## src/source/rng_pkg.sv

```systemverilog
// Shared widths, generator reset seeds, register map enum and bus state enum
package rng_pkg;

    // ======================================================================
    // Datapath widths
    // ======================================================================
    // One generated output value
    localparam int RNG_W   = 16;
    // One xorshift128 state word
    localparam int STATE_W = 32;

    // ======================================================================
    // Generator state after reset
    // ======================================================================
    localparam logic [STATE_W-1:0] SEED_X_RST = 32'h12345678;
    localparam logic [STATE_W-1:0] SEED_Y_RST = 32'h9ABCDEF0;
    localparam logic [STATE_W-1:0] SEED_Z_RST = 32'h13579BDF;
    localparam logic [STATE_W-1:0] SEED_W_RST = 32'h2468ACE0;

    // Word addresses on the Wishbone port
    typedef enum logic [2:0] {
        REG_CTRL   = 3'd0,  // Bit 0 enable, bit 1 reseed pulse
        REG_SEED0  = 3'd1,  // State word x
        REG_SEED1  = 3'd2,  // State word y
        REG_SEED2  = 3'd3,  // State word z
        REG_SEED3  = 3'd4,  // State word w
        REG_LIMIT  = 3'd5,  // Range limit, 0 disables scaling
        REG_DATA   = 3'd6,  // FIFO head, read pops
        REG_STATUS = 3'd7   // Count, underflow, full, empty
    } rng_reg_e;

    // Slave handshake states
    typedef enum logic {
        BUS_IDLE = 1'b0,
        BUS_ACK  = 1'b1
    } bus_state_e;

endpackage

```

## src/source/xorshift_core.sv

```systemverilog
// Xorshift128 state registers with seed load and single-step advance
`timescale 1ns/1ns

module xorshift_core (
    input  logic                        clk_i,
    input  logic                        rst_i,
    input  logic                        load_i,
    input  logic                        advance_i,
    input  logic [rng_pkg::STATE_W-1:0] seed_x_i,
    input  logic [rng_pkg::STATE_W-1:0] seed_y_i,
    input  logic [rng_pkg::STATE_W-1:0] seed_z_i,
    input  logic [rng_pkg::STATE_W-1:0] seed_w_i,
    output logic [rng_pkg::RNG_W-1:0]   value_o,
    output logic                        valid_o
);
    import rng_pkg::*;

    logic [STATE_W-1:0] x_q, y_q, z_q, w_q;
    logic [STATE_W-1:0] t;
    logic [STATE_W-1:0] w_next;

    // ======================================================================
    // One xorshift128 step
    // ======================================================================
    always_comb begin
        t      = x_q ^ (x_q << 11);
        w_next = w_q ^ (w_q >> 19) ^ t ^ (t >> 8);
    end

    // State words, load has priority over advance
    always_ff @(posedge clk_i) begin
        if (rst_i) begin
            x_q <= SEED_X_RST;
            y_q <= SEED_Y_RST;
            z_q <= SEED_Z_RST;
            w_q <= SEED_W_RST;
        end else if (load_i) begin
            x_q <= seed_x_i;
            y_q <= seed_y_i;
            z_q <= seed_z_i;
            w_q <= seed_w_i;
        end else if (advance_i) begin
            // Words rotate down, new w enters at the top
            x_q <= y_q;
            y_q <= z_q;
            z_q <= w_q;
            w_q <= w_next;
        end
    end

    // Output stage, valid for exactly one cycle per step
    always_ff @(posedge clk_i) begin
        if (rst_i) begin
            valid_o <= 1'b0;
        end else begin
            valid_o <= advance_i && !load_i;
        end
    end

    // Low half of the new w
    always_ff @(posedge clk_i) begin
        if (advance_i) begin
            value_o <= w_next[RNG_W-1:0];
        end
    end

endmodule

```

## src/source/range_scaler.sv

```systemverilog
// Registered multiply-high range reduction stage with valid flag
`timescale 1ns/1ns

module range_scaler (
    input  logic                      clk_i,
    input  logic                      rst_i,
    input  logic                      flush_i,
    input  logic [rng_pkg::RNG_W-1:0] value_i,
    input  logic                      valid_i,
    input  logic [rng_pkg::RNG_W-1:0] limit_i,
    output logic [rng_pkg::RNG_W-1:0] value_o,
    output logic                      valid_o
);
    import rng_pkg::*;

    logic [2*RNG_W-1:0] product;
    logic [RNG_W-1:0]   scaled;

    // Upper half of value times limit lies in 0 to limit - 1
    always_comb begin
        product = value_i * limit_i;
        scaled  = (limit_i == '0) ? value_i : product[2*RNG_W-1:RNG_W];
    end

    // Flush discards the value arriving from the core
    always_ff @(posedge clk_i) begin
        if (rst_i) begin
            valid_o <= 1'b0;
        end else begin
            valid_o <= valid_i && !flush_i;
        end
    end

    always_ff @(posedge clk_i) begin
        value_o <= scaled;
    end

endmodule

```

## src/source/rng_fifo.sv

```systemverilog
// Synchronous output FIFO with fill count and flush
`timescale 1ns/1ns

module rng_fifo #(
    parameter int FIFO_DEPTH = 8
) (
    input  logic                        clk_i,
    input  logic                        rst_i,
    input  logic                        flush_i,
    input  logic                        push_i,
    input  logic [rng_pkg::RNG_W-1:0]   wdata_i,
    input  logic                        pop_i,
    output logic [rng_pkg::RNG_W-1:0]   rdata_o,
    output logic [$clog2(FIFO_DEPTH):0] count_o,
    output logic                        full_o,
    output logic                        empty_o
);
    import rng_pkg::*;

    localparam int AW = $clog2(FIFO_DEPTH);

    logic [RNG_W-1:0] mem [FIFO_DEPTH];
    logic [AW-1:0]    wr_ptr_q;
    logic [AW-1:0]    rd_ptr_q;
    logic [AW:0]      count_q;
    logic             do_push;
    logic             do_pop;

    // Guarded handshakes
    assign do_push = push_i && !full_o;
    assign do_pop  = pop_i && !empty_o;

    // Pointers wrap on their own, depth is a power of two
    always_ff @(posedge clk_i) begin
        if (rst_i || flush_i) begin
            wr_ptr_q <= '0;
            rd_ptr_q <= '0;
            count_q  <= '0;
        end else begin
            if (do_push) wr_ptr_q <= wr_ptr_q + 1'b1;
            if (do_pop)  rd_ptr_q <= rd_ptr_q + 1'b1;
            // Occupancy moves only when one side acts alone
            if (do_push && !do_pop) count_q <= count_q + 1'b1;
            else if (do_pop && !do_push) count_q <= count_q - 1'b1;
        end
    end

    // Storage array
    always_ff @(posedge clk_i) begin
        if (do_push) mem[wr_ptr_q] <= wdata_i;
    end

    // Head shown without a read cycle
    assign rdata_o = mem[rd_ptr_q];
    assign count_o = count_q;
    assign full_o  = (count_q == FIFO_DEPTH);
    assign empty_o = (count_q == '0);

endmodule

```

## src/source/rng_ctrl.sv

```systemverilog
// Wishbone slave, register file, reseed decode, generation pacing and FIFO read path
`timescale 1ns/1ns

module rng_ctrl #(
    parameter int FIFO_DEPTH = 8
) (
    input  logic                        clk_i,
    input  logic                        rst_i,
    // Wishbone classic slave
    input  logic                        wb_cyc_i,
    input  logic                        wb_stb_i,
    input  logic                        wb_we_i,
    input  logic [2:0]                  wb_adr_i,
    input  logic [31:0]                 wb_dat_i,
    output logic [31:0]                 wb_dat_o,
    output logic                        wb_ack_o,
    // Output FIFO state
    input  logic [rng_pkg::RNG_W-1:0]   fifo_rdata_i,
    input  logic [$clog2(FIFO_DEPTH):0] fifo_count_i,
    input  logic                        fifo_full_i,
    input  logic                        fifo_empty_i,
    // Pipeline occupancy
    input  logic                        core_valid_i,
    input  logic                        scale_valid_i,
    // Generator control
    output logic [rng_pkg::STATE_W-1:0] seed_x_o,
    output logic [rng_pkg::STATE_W-1:0] seed_y_o,
    output logic [rng_pkg::STATE_W-1:0] seed_z_o,
    output logic [rng_pkg::STATE_W-1:0] seed_w_o,
    output logic                        load_o,
    output logic                        advance_o,
    output logic [rng_pkg::RNG_W-1:0]   limit_o,
    output logic                        pop_o,
    output logic                        flush_o
);
    import rng_pkg::*;

    localparam int CNT_W = $clog2(FIFO_DEPTH) + 1;

    bus_state_e           state_q;
    logic                 bus_rd;
    logic                 bus_wr;
    logic                 enable_q;
    logic                 underflow_q;
    logic [STATE_W-1:0]   seed_x_q, seed_y_q, seed_z_q, seed_w_q;
    logic [RNG_W-1:0]     limit_q;
    logic [1:0]           inflight;
    logic [CNT_W:0]       fill_sum;

    // ======================================================================
    // Bus handshake, ack one cycle after the request
    // ======================================================================
    always_ff @(posedge clk_i) begin
        if (rst_i) begin
            state_q <= BUS_IDLE;
        end else begin
            case (state_q)
                // No new request taken in the ack cycle
                BUS_IDLE: if (wb_cyc_i && wb_stb_i) state_q <= BUS_ACK;
                BUS_ACK:  state_q <= BUS_IDLE;
                default:  state_q <= BUS_IDLE;
            endcase
        end
    end

    assign wb_ack_o = (state_q == BUS_ACK);
    // Master holds address and data until ack
    assign bus_rd   = wb_ack_o && !wb_we_i;
    assign bus_wr   = wb_ack_o && wb_we_i;

    // ======================================================================
    // Register file, writes land on the ack edge
    // ======================================================================
    always_ff @(posedge clk_i) begin
        if (rst_i) begin
            enable_q    <= 1'b0;
            underflow_q <= 1'b0;
            seed_x_q    <= SEED_X_RST;
            seed_y_q    <= SEED_Y_RST;
            seed_z_q    <= SEED_Z_RST;
            seed_w_q    <= SEED_W_RST;
            limit_q     <= '0;
        end else begin
            if (bus_wr) begin
                case (rng_reg_e'(wb_adr_i))
                    REG_CTRL:  enable_q <= wb_dat_i[0];
                    REG_SEED0: seed_x_q <= wb_dat_i;
                    REG_SEED1: seed_y_q <= wb_dat_i;
                    REG_SEED2: seed_z_q <= wb_dat_i;
                    REG_SEED3: seed_w_q <= wb_dat_i;
                    REG_LIMIT: limit_q  <= wb_dat_i[RNG_W-1:0];
                    default:   ;
                endcase
            end
            // Sticky until STATUS is read
            if (bus_rd && rng_reg_e'(wb_adr_i) == REG_DATA && fifo_empty_i) begin
                underflow_q <= 1'b1;
            end else if (bus_rd && rng_reg_e'(wb_adr_i) == REG_STATUS) begin
                underflow_q <= 1'b0;
            end
        end
    end

    // Reseed pulse also drops whatever is still in the pipeline
    assign load_o  = bus_wr && (rng_reg_e'(wb_adr_i) == REG_CTRL) && wb_dat_i[1];
    assign flush_o = load_o;
    // Pop only a real head entry
    assign pop_o   = bus_rd && (rng_reg_e'(wb_adr_i) == REG_DATA) && !fifo_empty_i;

    assign seed_x_o = seed_x_q;
    assign seed_y_o = seed_y_q;
    assign seed_z_o = seed_z_q;
    assign seed_w_o = seed_w_q;
    assign limit_o  = limit_q;

    // ======================================================================
    // Generation pacing
    // ======================================================================
    // Values between advance and push, one per pipeline stage
    assign inflight  = {1'b0, core_valid_i} + {1'b0, scale_valid_i};
    assign fill_sum  = (CNT_W+1)'(fifo_count_i) + (CNT_W+1)'(inflight);
    // Load wins inside the core, so no step is issued with it
    assign advance_o = enable_q && !load_o && (fill_sum < FIFO_DEPTH);

    // Read data mux, FIFO head shown as is
    always_comb begin
        case (rng_reg_e'(wb_adr_i))
            REG_CTRL:   wb_dat_o = {31'b0, enable_q};
            REG_SEED0:  wb_dat_o = seed_x_q;
            REG_SEED1:  wb_dat_o = seed_y_q;
            REG_SEED2:  wb_dat_o = seed_z_q;
            REG_SEED3:  wb_dat_o = seed_w_q;
            REG_LIMIT:  wb_dat_o = {16'b0, limit_q};
            REG_DATA:   wb_dat_o = fifo_empty_i ? 32'b0 : {16'b0, fifo_rdata_i};
            REG_STATUS: wb_dat_o = {16'b0, 8'(fifo_count_i), 5'b0,
                                   underflow_q, fifo_full_i, fifo_empty_i};
            default:    wb_dat_o = 32'b0;
        endcase
    end

endmodule

```

## src/source/rng_periph_top.sv

```systemverilog
// Peripheral top level joining control, generator, scaler and output FIFO
`timescale 1ns/1ns

module rng_periph_top #(
    parameter int FIFO_DEPTH = 8
) (
    input  logic        clk_i,
    input  logic        rst_i,
    // Wishbone classic slave
    input  logic        wb_cyc_i,
    input  logic        wb_stb_i,
    input  logic        wb_we_i,
    input  logic [2:0]  wb_adr_i,
    input  logic [31:0] wb_dat_i,
    output logic [31:0] wb_dat_o,
    output logic        wb_ack_o
);
    import rng_pkg::*;

    // Generator control
    logic [STATE_W-1:0]          seed_x, seed_y, seed_z, seed_w;
    logic                        load, advance;
    logic [RNG_W-1:0]            limit;
    // Datapath between stages
    logic [RNG_W-1:0]            core_value;
    logic                        core_valid;
    logic [RNG_W-1:0]            fifo_wdata;
    logic                        fifo_push;
    // FIFO side
    logic                        fifo_pop, fifo_flush;
    logic [RNG_W-1:0]            fifo_rdata;
    logic [$clog2(FIFO_DEPTH):0] fifo_count;
    logic                        fifo_full, fifo_empty;

    rng_ctrl #(.FIFO_DEPTH(FIFO_DEPTH)) i_rng_ctrl (
        .clk_i, .rst_i,
        .wb_cyc_i, .wb_stb_i, .wb_we_i, .wb_adr_i, .wb_dat_i, .wb_dat_o, .wb_ack_o,
        .fifo_rdata_i (fifo_rdata),  .fifo_count_i (fifo_count),
        .fifo_full_i  (fifo_full),   .fifo_empty_i (fifo_empty),
        .core_valid_i (core_valid),  .scale_valid_i (fifo_push),
        .seed_x_o (seed_x), .seed_y_o (seed_y), .seed_z_o (seed_z), .seed_w_o (seed_w),
        .load_o (load), .advance_o (advance), .limit_o (limit),
        .pop_o (fifo_pop), .flush_o (fifo_flush)
    );

    xorshift_core i_xorshift_core (
        .clk_i, .rst_i, .load_i (load), .advance_i (advance),
        .seed_x_i (seed_x), .seed_y_i (seed_y), .seed_z_i (seed_z), .seed_w_i (seed_w),
        .value_o (core_value), .valid_o (core_valid)
    );

    // Scaler valid is the FIFO push
    range_scaler i_range_scaler (
        .clk_i, .rst_i, .flush_i (fifo_flush),
        .value_i (core_value), .valid_i (core_valid), .limit_i (limit),
        .value_o (fifo_wdata), .valid_o (fifo_push)
    );

    rng_fifo #(.FIFO_DEPTH(FIFO_DEPTH)) i_rng_fifo (
        .clk_i, .rst_i, .flush_i (fifo_flush),
        .push_i (fifo_push), .wdata_i (fifo_wdata), .pop_i (fifo_pop),
        .rdata_o (fifo_rdata), .count_o (fifo_count),
        .full_o (fifo_full), .empty_o (fifo_empty)
    );

endmodule

```

## config.mk

```make
export PLATFORM = sky130hd
export DESIGN_NAME = rng_periph_top
export DESIGN_NICKNAME = d
export VERILOG_FILES = /design/src/source/rng_pkg.sv /design/src/source/xorshift_core.sv /design/src/source/range_scaler.sv /design/src/source/rng_fifo.sv /design/src/source/rng_ctrl.sv /design/src/source/rng_periph_top.sv
export SDC_FILE = /design/constraint.sdc
export NUM_CORES = 1
export LEC_CHECK = 0
export ABC_AREA = 0
export BUFFER_PORTS_ARGS = -buffer_cell sky130_fd_sc_hd__buf_2
export CAP_MARGIN = 20
export CORE_ASPECT_RATIO = 1.1
export CORE_MARGIN = 5
export CORE_UTILIZATION = 60
export DETAILED_ROUTE_END_ITERATION = 7
export PLACE_DENSITY = 0.77
export SYNTH_ARGS = -nofsm -noshare
export SYNTH_HDL_FRONTEND = slang
export SYNTH_HIERARCHICAL = 1
export SYNTH_SLANG_ARGS = --single-unit
```

## constraint.sdc

```tcl
create_clock -name clk_i -period 6.8 [get_ports clk_i]
set_clock_uncertainty 0.1 [all_clocks]
set_input_delay 1.36 -clock clk_i [delete_from_list [all_inputs] [get_ports clk_i]]
set_output_delay 1.36 -clock clk_i [all_outputs]
set_load 0.01 [all_outputs]
```

==> impl_metrics.py <==
metrics = {
    "synth": {
        "avgSynthCellArea_um2": 9.95,
        "synth.ff_latch_count": 450,
        "synth_cells": 2848,
        "ys.flop_type": "dfxtp_1",
        "syn-num-nets": 3189,
        "synth_edf_count": 144,
        "yosys_warnings": 6,
        "yosysUniqueCellTypes": 86,
        "synthArstFlopShare_pct": 0,
        "yosysSeqAreaShare_pct": 36.9,
        "netlist_area_um2": 28400,
    },
    "clocking": {
        "cts_resized": 0,
        "numClockSinks": 450,
        "htreeDepth": 2,
        "root_buffer": "clkbuf_16",
        "cts_max_path_buffers": 3,
        "clk_pin_slew_worst_paths_ps": 60,
        "clk_latency_ps": 570,
        "ctsHoldBuffers": 0,
        "post_cts_buffers": 0,
        "cts_buffers": 45,
        "cts_tree": "built",
    },
    "setup_path": {
        "start_kind": "register",
        "critPathTopFamily": "adder cells",
        "path_max_fanout": 19,
        "cp_common_cell": "fa_1",
        "worstPathRequired_ps": 7140,
        "critPathKind": "register to register",
        "end_kind": "register",
        "path_cells": "nand2_1, fa_1, inv_1, fa_1, inv_1, fa_1, inv_1, fa_1, fa_1, inv_1, fa_1, inv_1, ha_1, nand3_1, nor3_4, a31oi_1, nand4_2, a31oi_2, xnor2_1, a21oi_1",
        "slowest_delay_ps": 900,
        "cp.buffers_inverters": 5,
        "r2r_cells": 20,
        "cp_num_cells": 20,
        "cp.arrival_ps": 6630,
        "slowest_stage": "dfxtp_1",
        "ff2ff_setup_slack_ps": 510,
    },
    "floorplan": {
        "dieHeight_um": 238,
        "rows": 83,
        "io_pins": 73,
        "initial_utilization_pct": 60.7,
        "core_um2": 46700,
        "chipWidth_um": 217,
        "die-area_um2": 51700,
    },
    "power": {
        "leakage_nw": 12.3,
        "p_int_mw": 4.30,
        "cellPowerDensity_nw_per_um2": 183,
        "seq_power_share_pct": 50.0,
        "p_clk_share_pct": 45.0,
        "total_power_mw": 5.59,
        "ir_drop_mv": 0.201,
        "p_switching_mw": 1.29,
        "p_comb_share_pct": 4.9,
        "swShare_pct": 23.1,
    },
    "detailed_routing": {
        "drc": 0,
        "vias_per_cell": 6.49,
        "first_iter_violations": 2704,
        "routed_wirelength_mm": 81.3,
        "first_pass_iters": 7,
        "wl_per_cell_um": 23.5,
        "vias": 22400,
        "drtAntennaViolNets": 0,
    },
    "final_layout": {
        "drive_gt1_share_pct": 9.49,
        "multi_input_comb_area_um2": 16100,
        "final_area_um2": 30500,
        "final_nets": 3160,
        "instances_no_fill": 3453,
        "n_fill_cell": 3613,
        "final_util_pct": 65.3,
        "area.sequential_um2": 10500,
        "layout_commonest_cell": "dfxtp_1",
        "area_delta_synth_final_pct": 7.71,
        "final_cell_mix": "dfxtp_1 (306), nand2_1 (280), inv_1 (248)",
    },
    "timing": {
        "fin_crit_ps": 6290,
        "drv_slew": 0,
        "period_share_pct": 92.6,
        "rsz0062_at_grt": "false",
        "fmax_mhz": 159,
        "finalHoldViolCount": 0,
        "hold_slack_ps": 375,
        "fin_ws_ps": 506,
        "worst_slew_pin_slew_ps": 1180,
        "setup_tns_ps": 0,
        "setup_viol_count_final": 0,
        "max-slew-margin-rel_pct": 20.9,
    },
    "min_path": {
        "hold_depth": 2,
        "holdCritPathClass": "register to register",
    },
    "outcome": {
        "status": "finished, final reports clean",
    },
    "grt": {
        "grt_use_total_pct": 30.5,
        "grt_antenna_before_repair": 4,
        "grt_start_max_net_pins": 140,
        "grt_pass1_vias": 22100,
        "grt_pass1_wl_mm": 124,
        "grt_overflow": 0,
    },
    "placed_design": {
        "hpwlAfterDp_mm": 53.9,
        "port_buffers": 72,
        "placed_cell_area_um2": 29000,
        "place_congestion": 0.914,
        "post-place-ws_ps": 559,
        "dp.cells": 3366,
    },
    "job": {
        "drv_cap": 0,
    },
}
==> flip-flops by register name, indices dropped and copies added, names as in the netlist, named ones only <==
signal,count
i_rng_ctrl/enable_q,1
i_xorshift_core/y_q,32
i_rng_ctrl/seed_x_o,32
i_rng_fifo/count_o,4
i_range_scaler/valid_o,1
i_xorshift_core/z_q,32
i_rng_ctrl/seed_z_o,32
i_rng_ctrl/limit_o,16
i_rng_ctrl/underflow_q,1
i_xorshift_core/valid_o,1
i_rng_fifo/mem,128
i_rng_fifo/rd_ptr_q,3
i_xorshift_core/w_q,32
i_rng_fifo/wr_ptr_q,3
i_rng_ctrl/seed_w_o,32
i_rng_ctrl/wb_ack_o,1
i_xorshift_core/x_q,32
i_range_scaler/value_o,16
i_xorshift_core/value_o,16
i_rng_ctrl/seed_y_o,32
==> cell families after synthesis <==
logic type	share of synthesized area, %
AO/OA/AOI/OAI	12.4
XOR/XNOR	3.08
adder cells (fa/ha/maj)	18.4
buffers and inverters	6.71
flip-flops	36.9
multiplexers	8.52
AND/OR/NAND/NOR	14.0
==> cell usage after synthesis, types with 7 or more instances <==
library cell	instances	area, µm²
mux4_1	28	736
a21oi_1	152	761
a2111oi_0	10	87.6
nand2b_1	7	43.8
xor2_1	31	272
a211oi_1	8	60.1
xnor2_1	65	569
nand3_1	94	470
a311oi_1	17	149
mux2_2	23	259
and2_1	116	726
nor4_1	8	50.1
edfxtp_1	144	4320
inv_1	250	938
ha_1	107	1340
a211o_1	65	569
a22oi_1	27	203
buf_6	11	124
o21ai_0	151	756
fa_1	194	3880
a22o_1	9	78.8
nand2_1	280	1050
buf_4	13	97.6
clkbuf_1	116	435
nor2_1	150	563
mux2i_1	133	1330
nor3_1	26	130
o22ai_1	25	156
or3_1	11	68.8
and3_1	80	500
o21ai_1	10	50.1
a221o_1	9	90.1
dfxtp_1	306	6130
buf_1	12	45.0
buf_2	48	240
==> final cells by class <==
class                           instances  share of cell area (%)
Multi-Input combinational cell       1943                    52.6
Sequential cell                       450                    34.2
Clock buffer                           68                    4.27
Inverter                              252                    3.11
Timing Repair Buffer                  127                    2.70
Tap cell                              595                    2.44
Clock inverter                         15                   0.627
Antenna cell                            3                  0.0246
==> power by group through the flow <==
stage / clock network (mW) / registers [mW] / logic [mW]
after floorplan: 0 / 2.84 / 0.160
after global placement: 0 / 2.86 / 0.260
after detailed placement: 0 / 2.86 / 0.263
after CTS: 2.54 / 2.80 / 0.264
after global routing: 2.66 / 2.80 / 0.283
final: 2.52 / 2.80 / 0.276
==> worst paths after layout <==
kind	endpoint	from
worst min register to register	i_xorshift_core/z_q[4]	i_rng_ctrl/seed_z_o[4]
worst max-delay path	i_range_scaler/value_o[12]	i_rng_ctrl/limit_o[8]
worst max register to register	i_range_scaler/value_o[12]	i_rng_ctrl/limit_o[8]
worst min-delay path	i_xorshift_core/z_q[4]	i_rng_ctrl/seed_z_o[4]
==> worst register-to-register path, delay by kind of cell, from the launching register on <==
family,cells,cell delay (ps)
buffers and inverters,5,240
AOI/OAI and AO/OA,3,750
DFF,1,900
and+or+nand+nor,4,730
adders and majority gates,7,3310
xor gates and xnor gates,1,150
==> per-layer routing <==
metal	vias up	part of all wire (%)	global-route usage, %
met5	-	0.016	0
met1	10900	37	40.0
met3	303	11	6.85
li1	9768	-	-
met2	1404	46	48.9
met4	2	5.5	13.5
No activity file was read; power rests on OpenSTA's default activity.
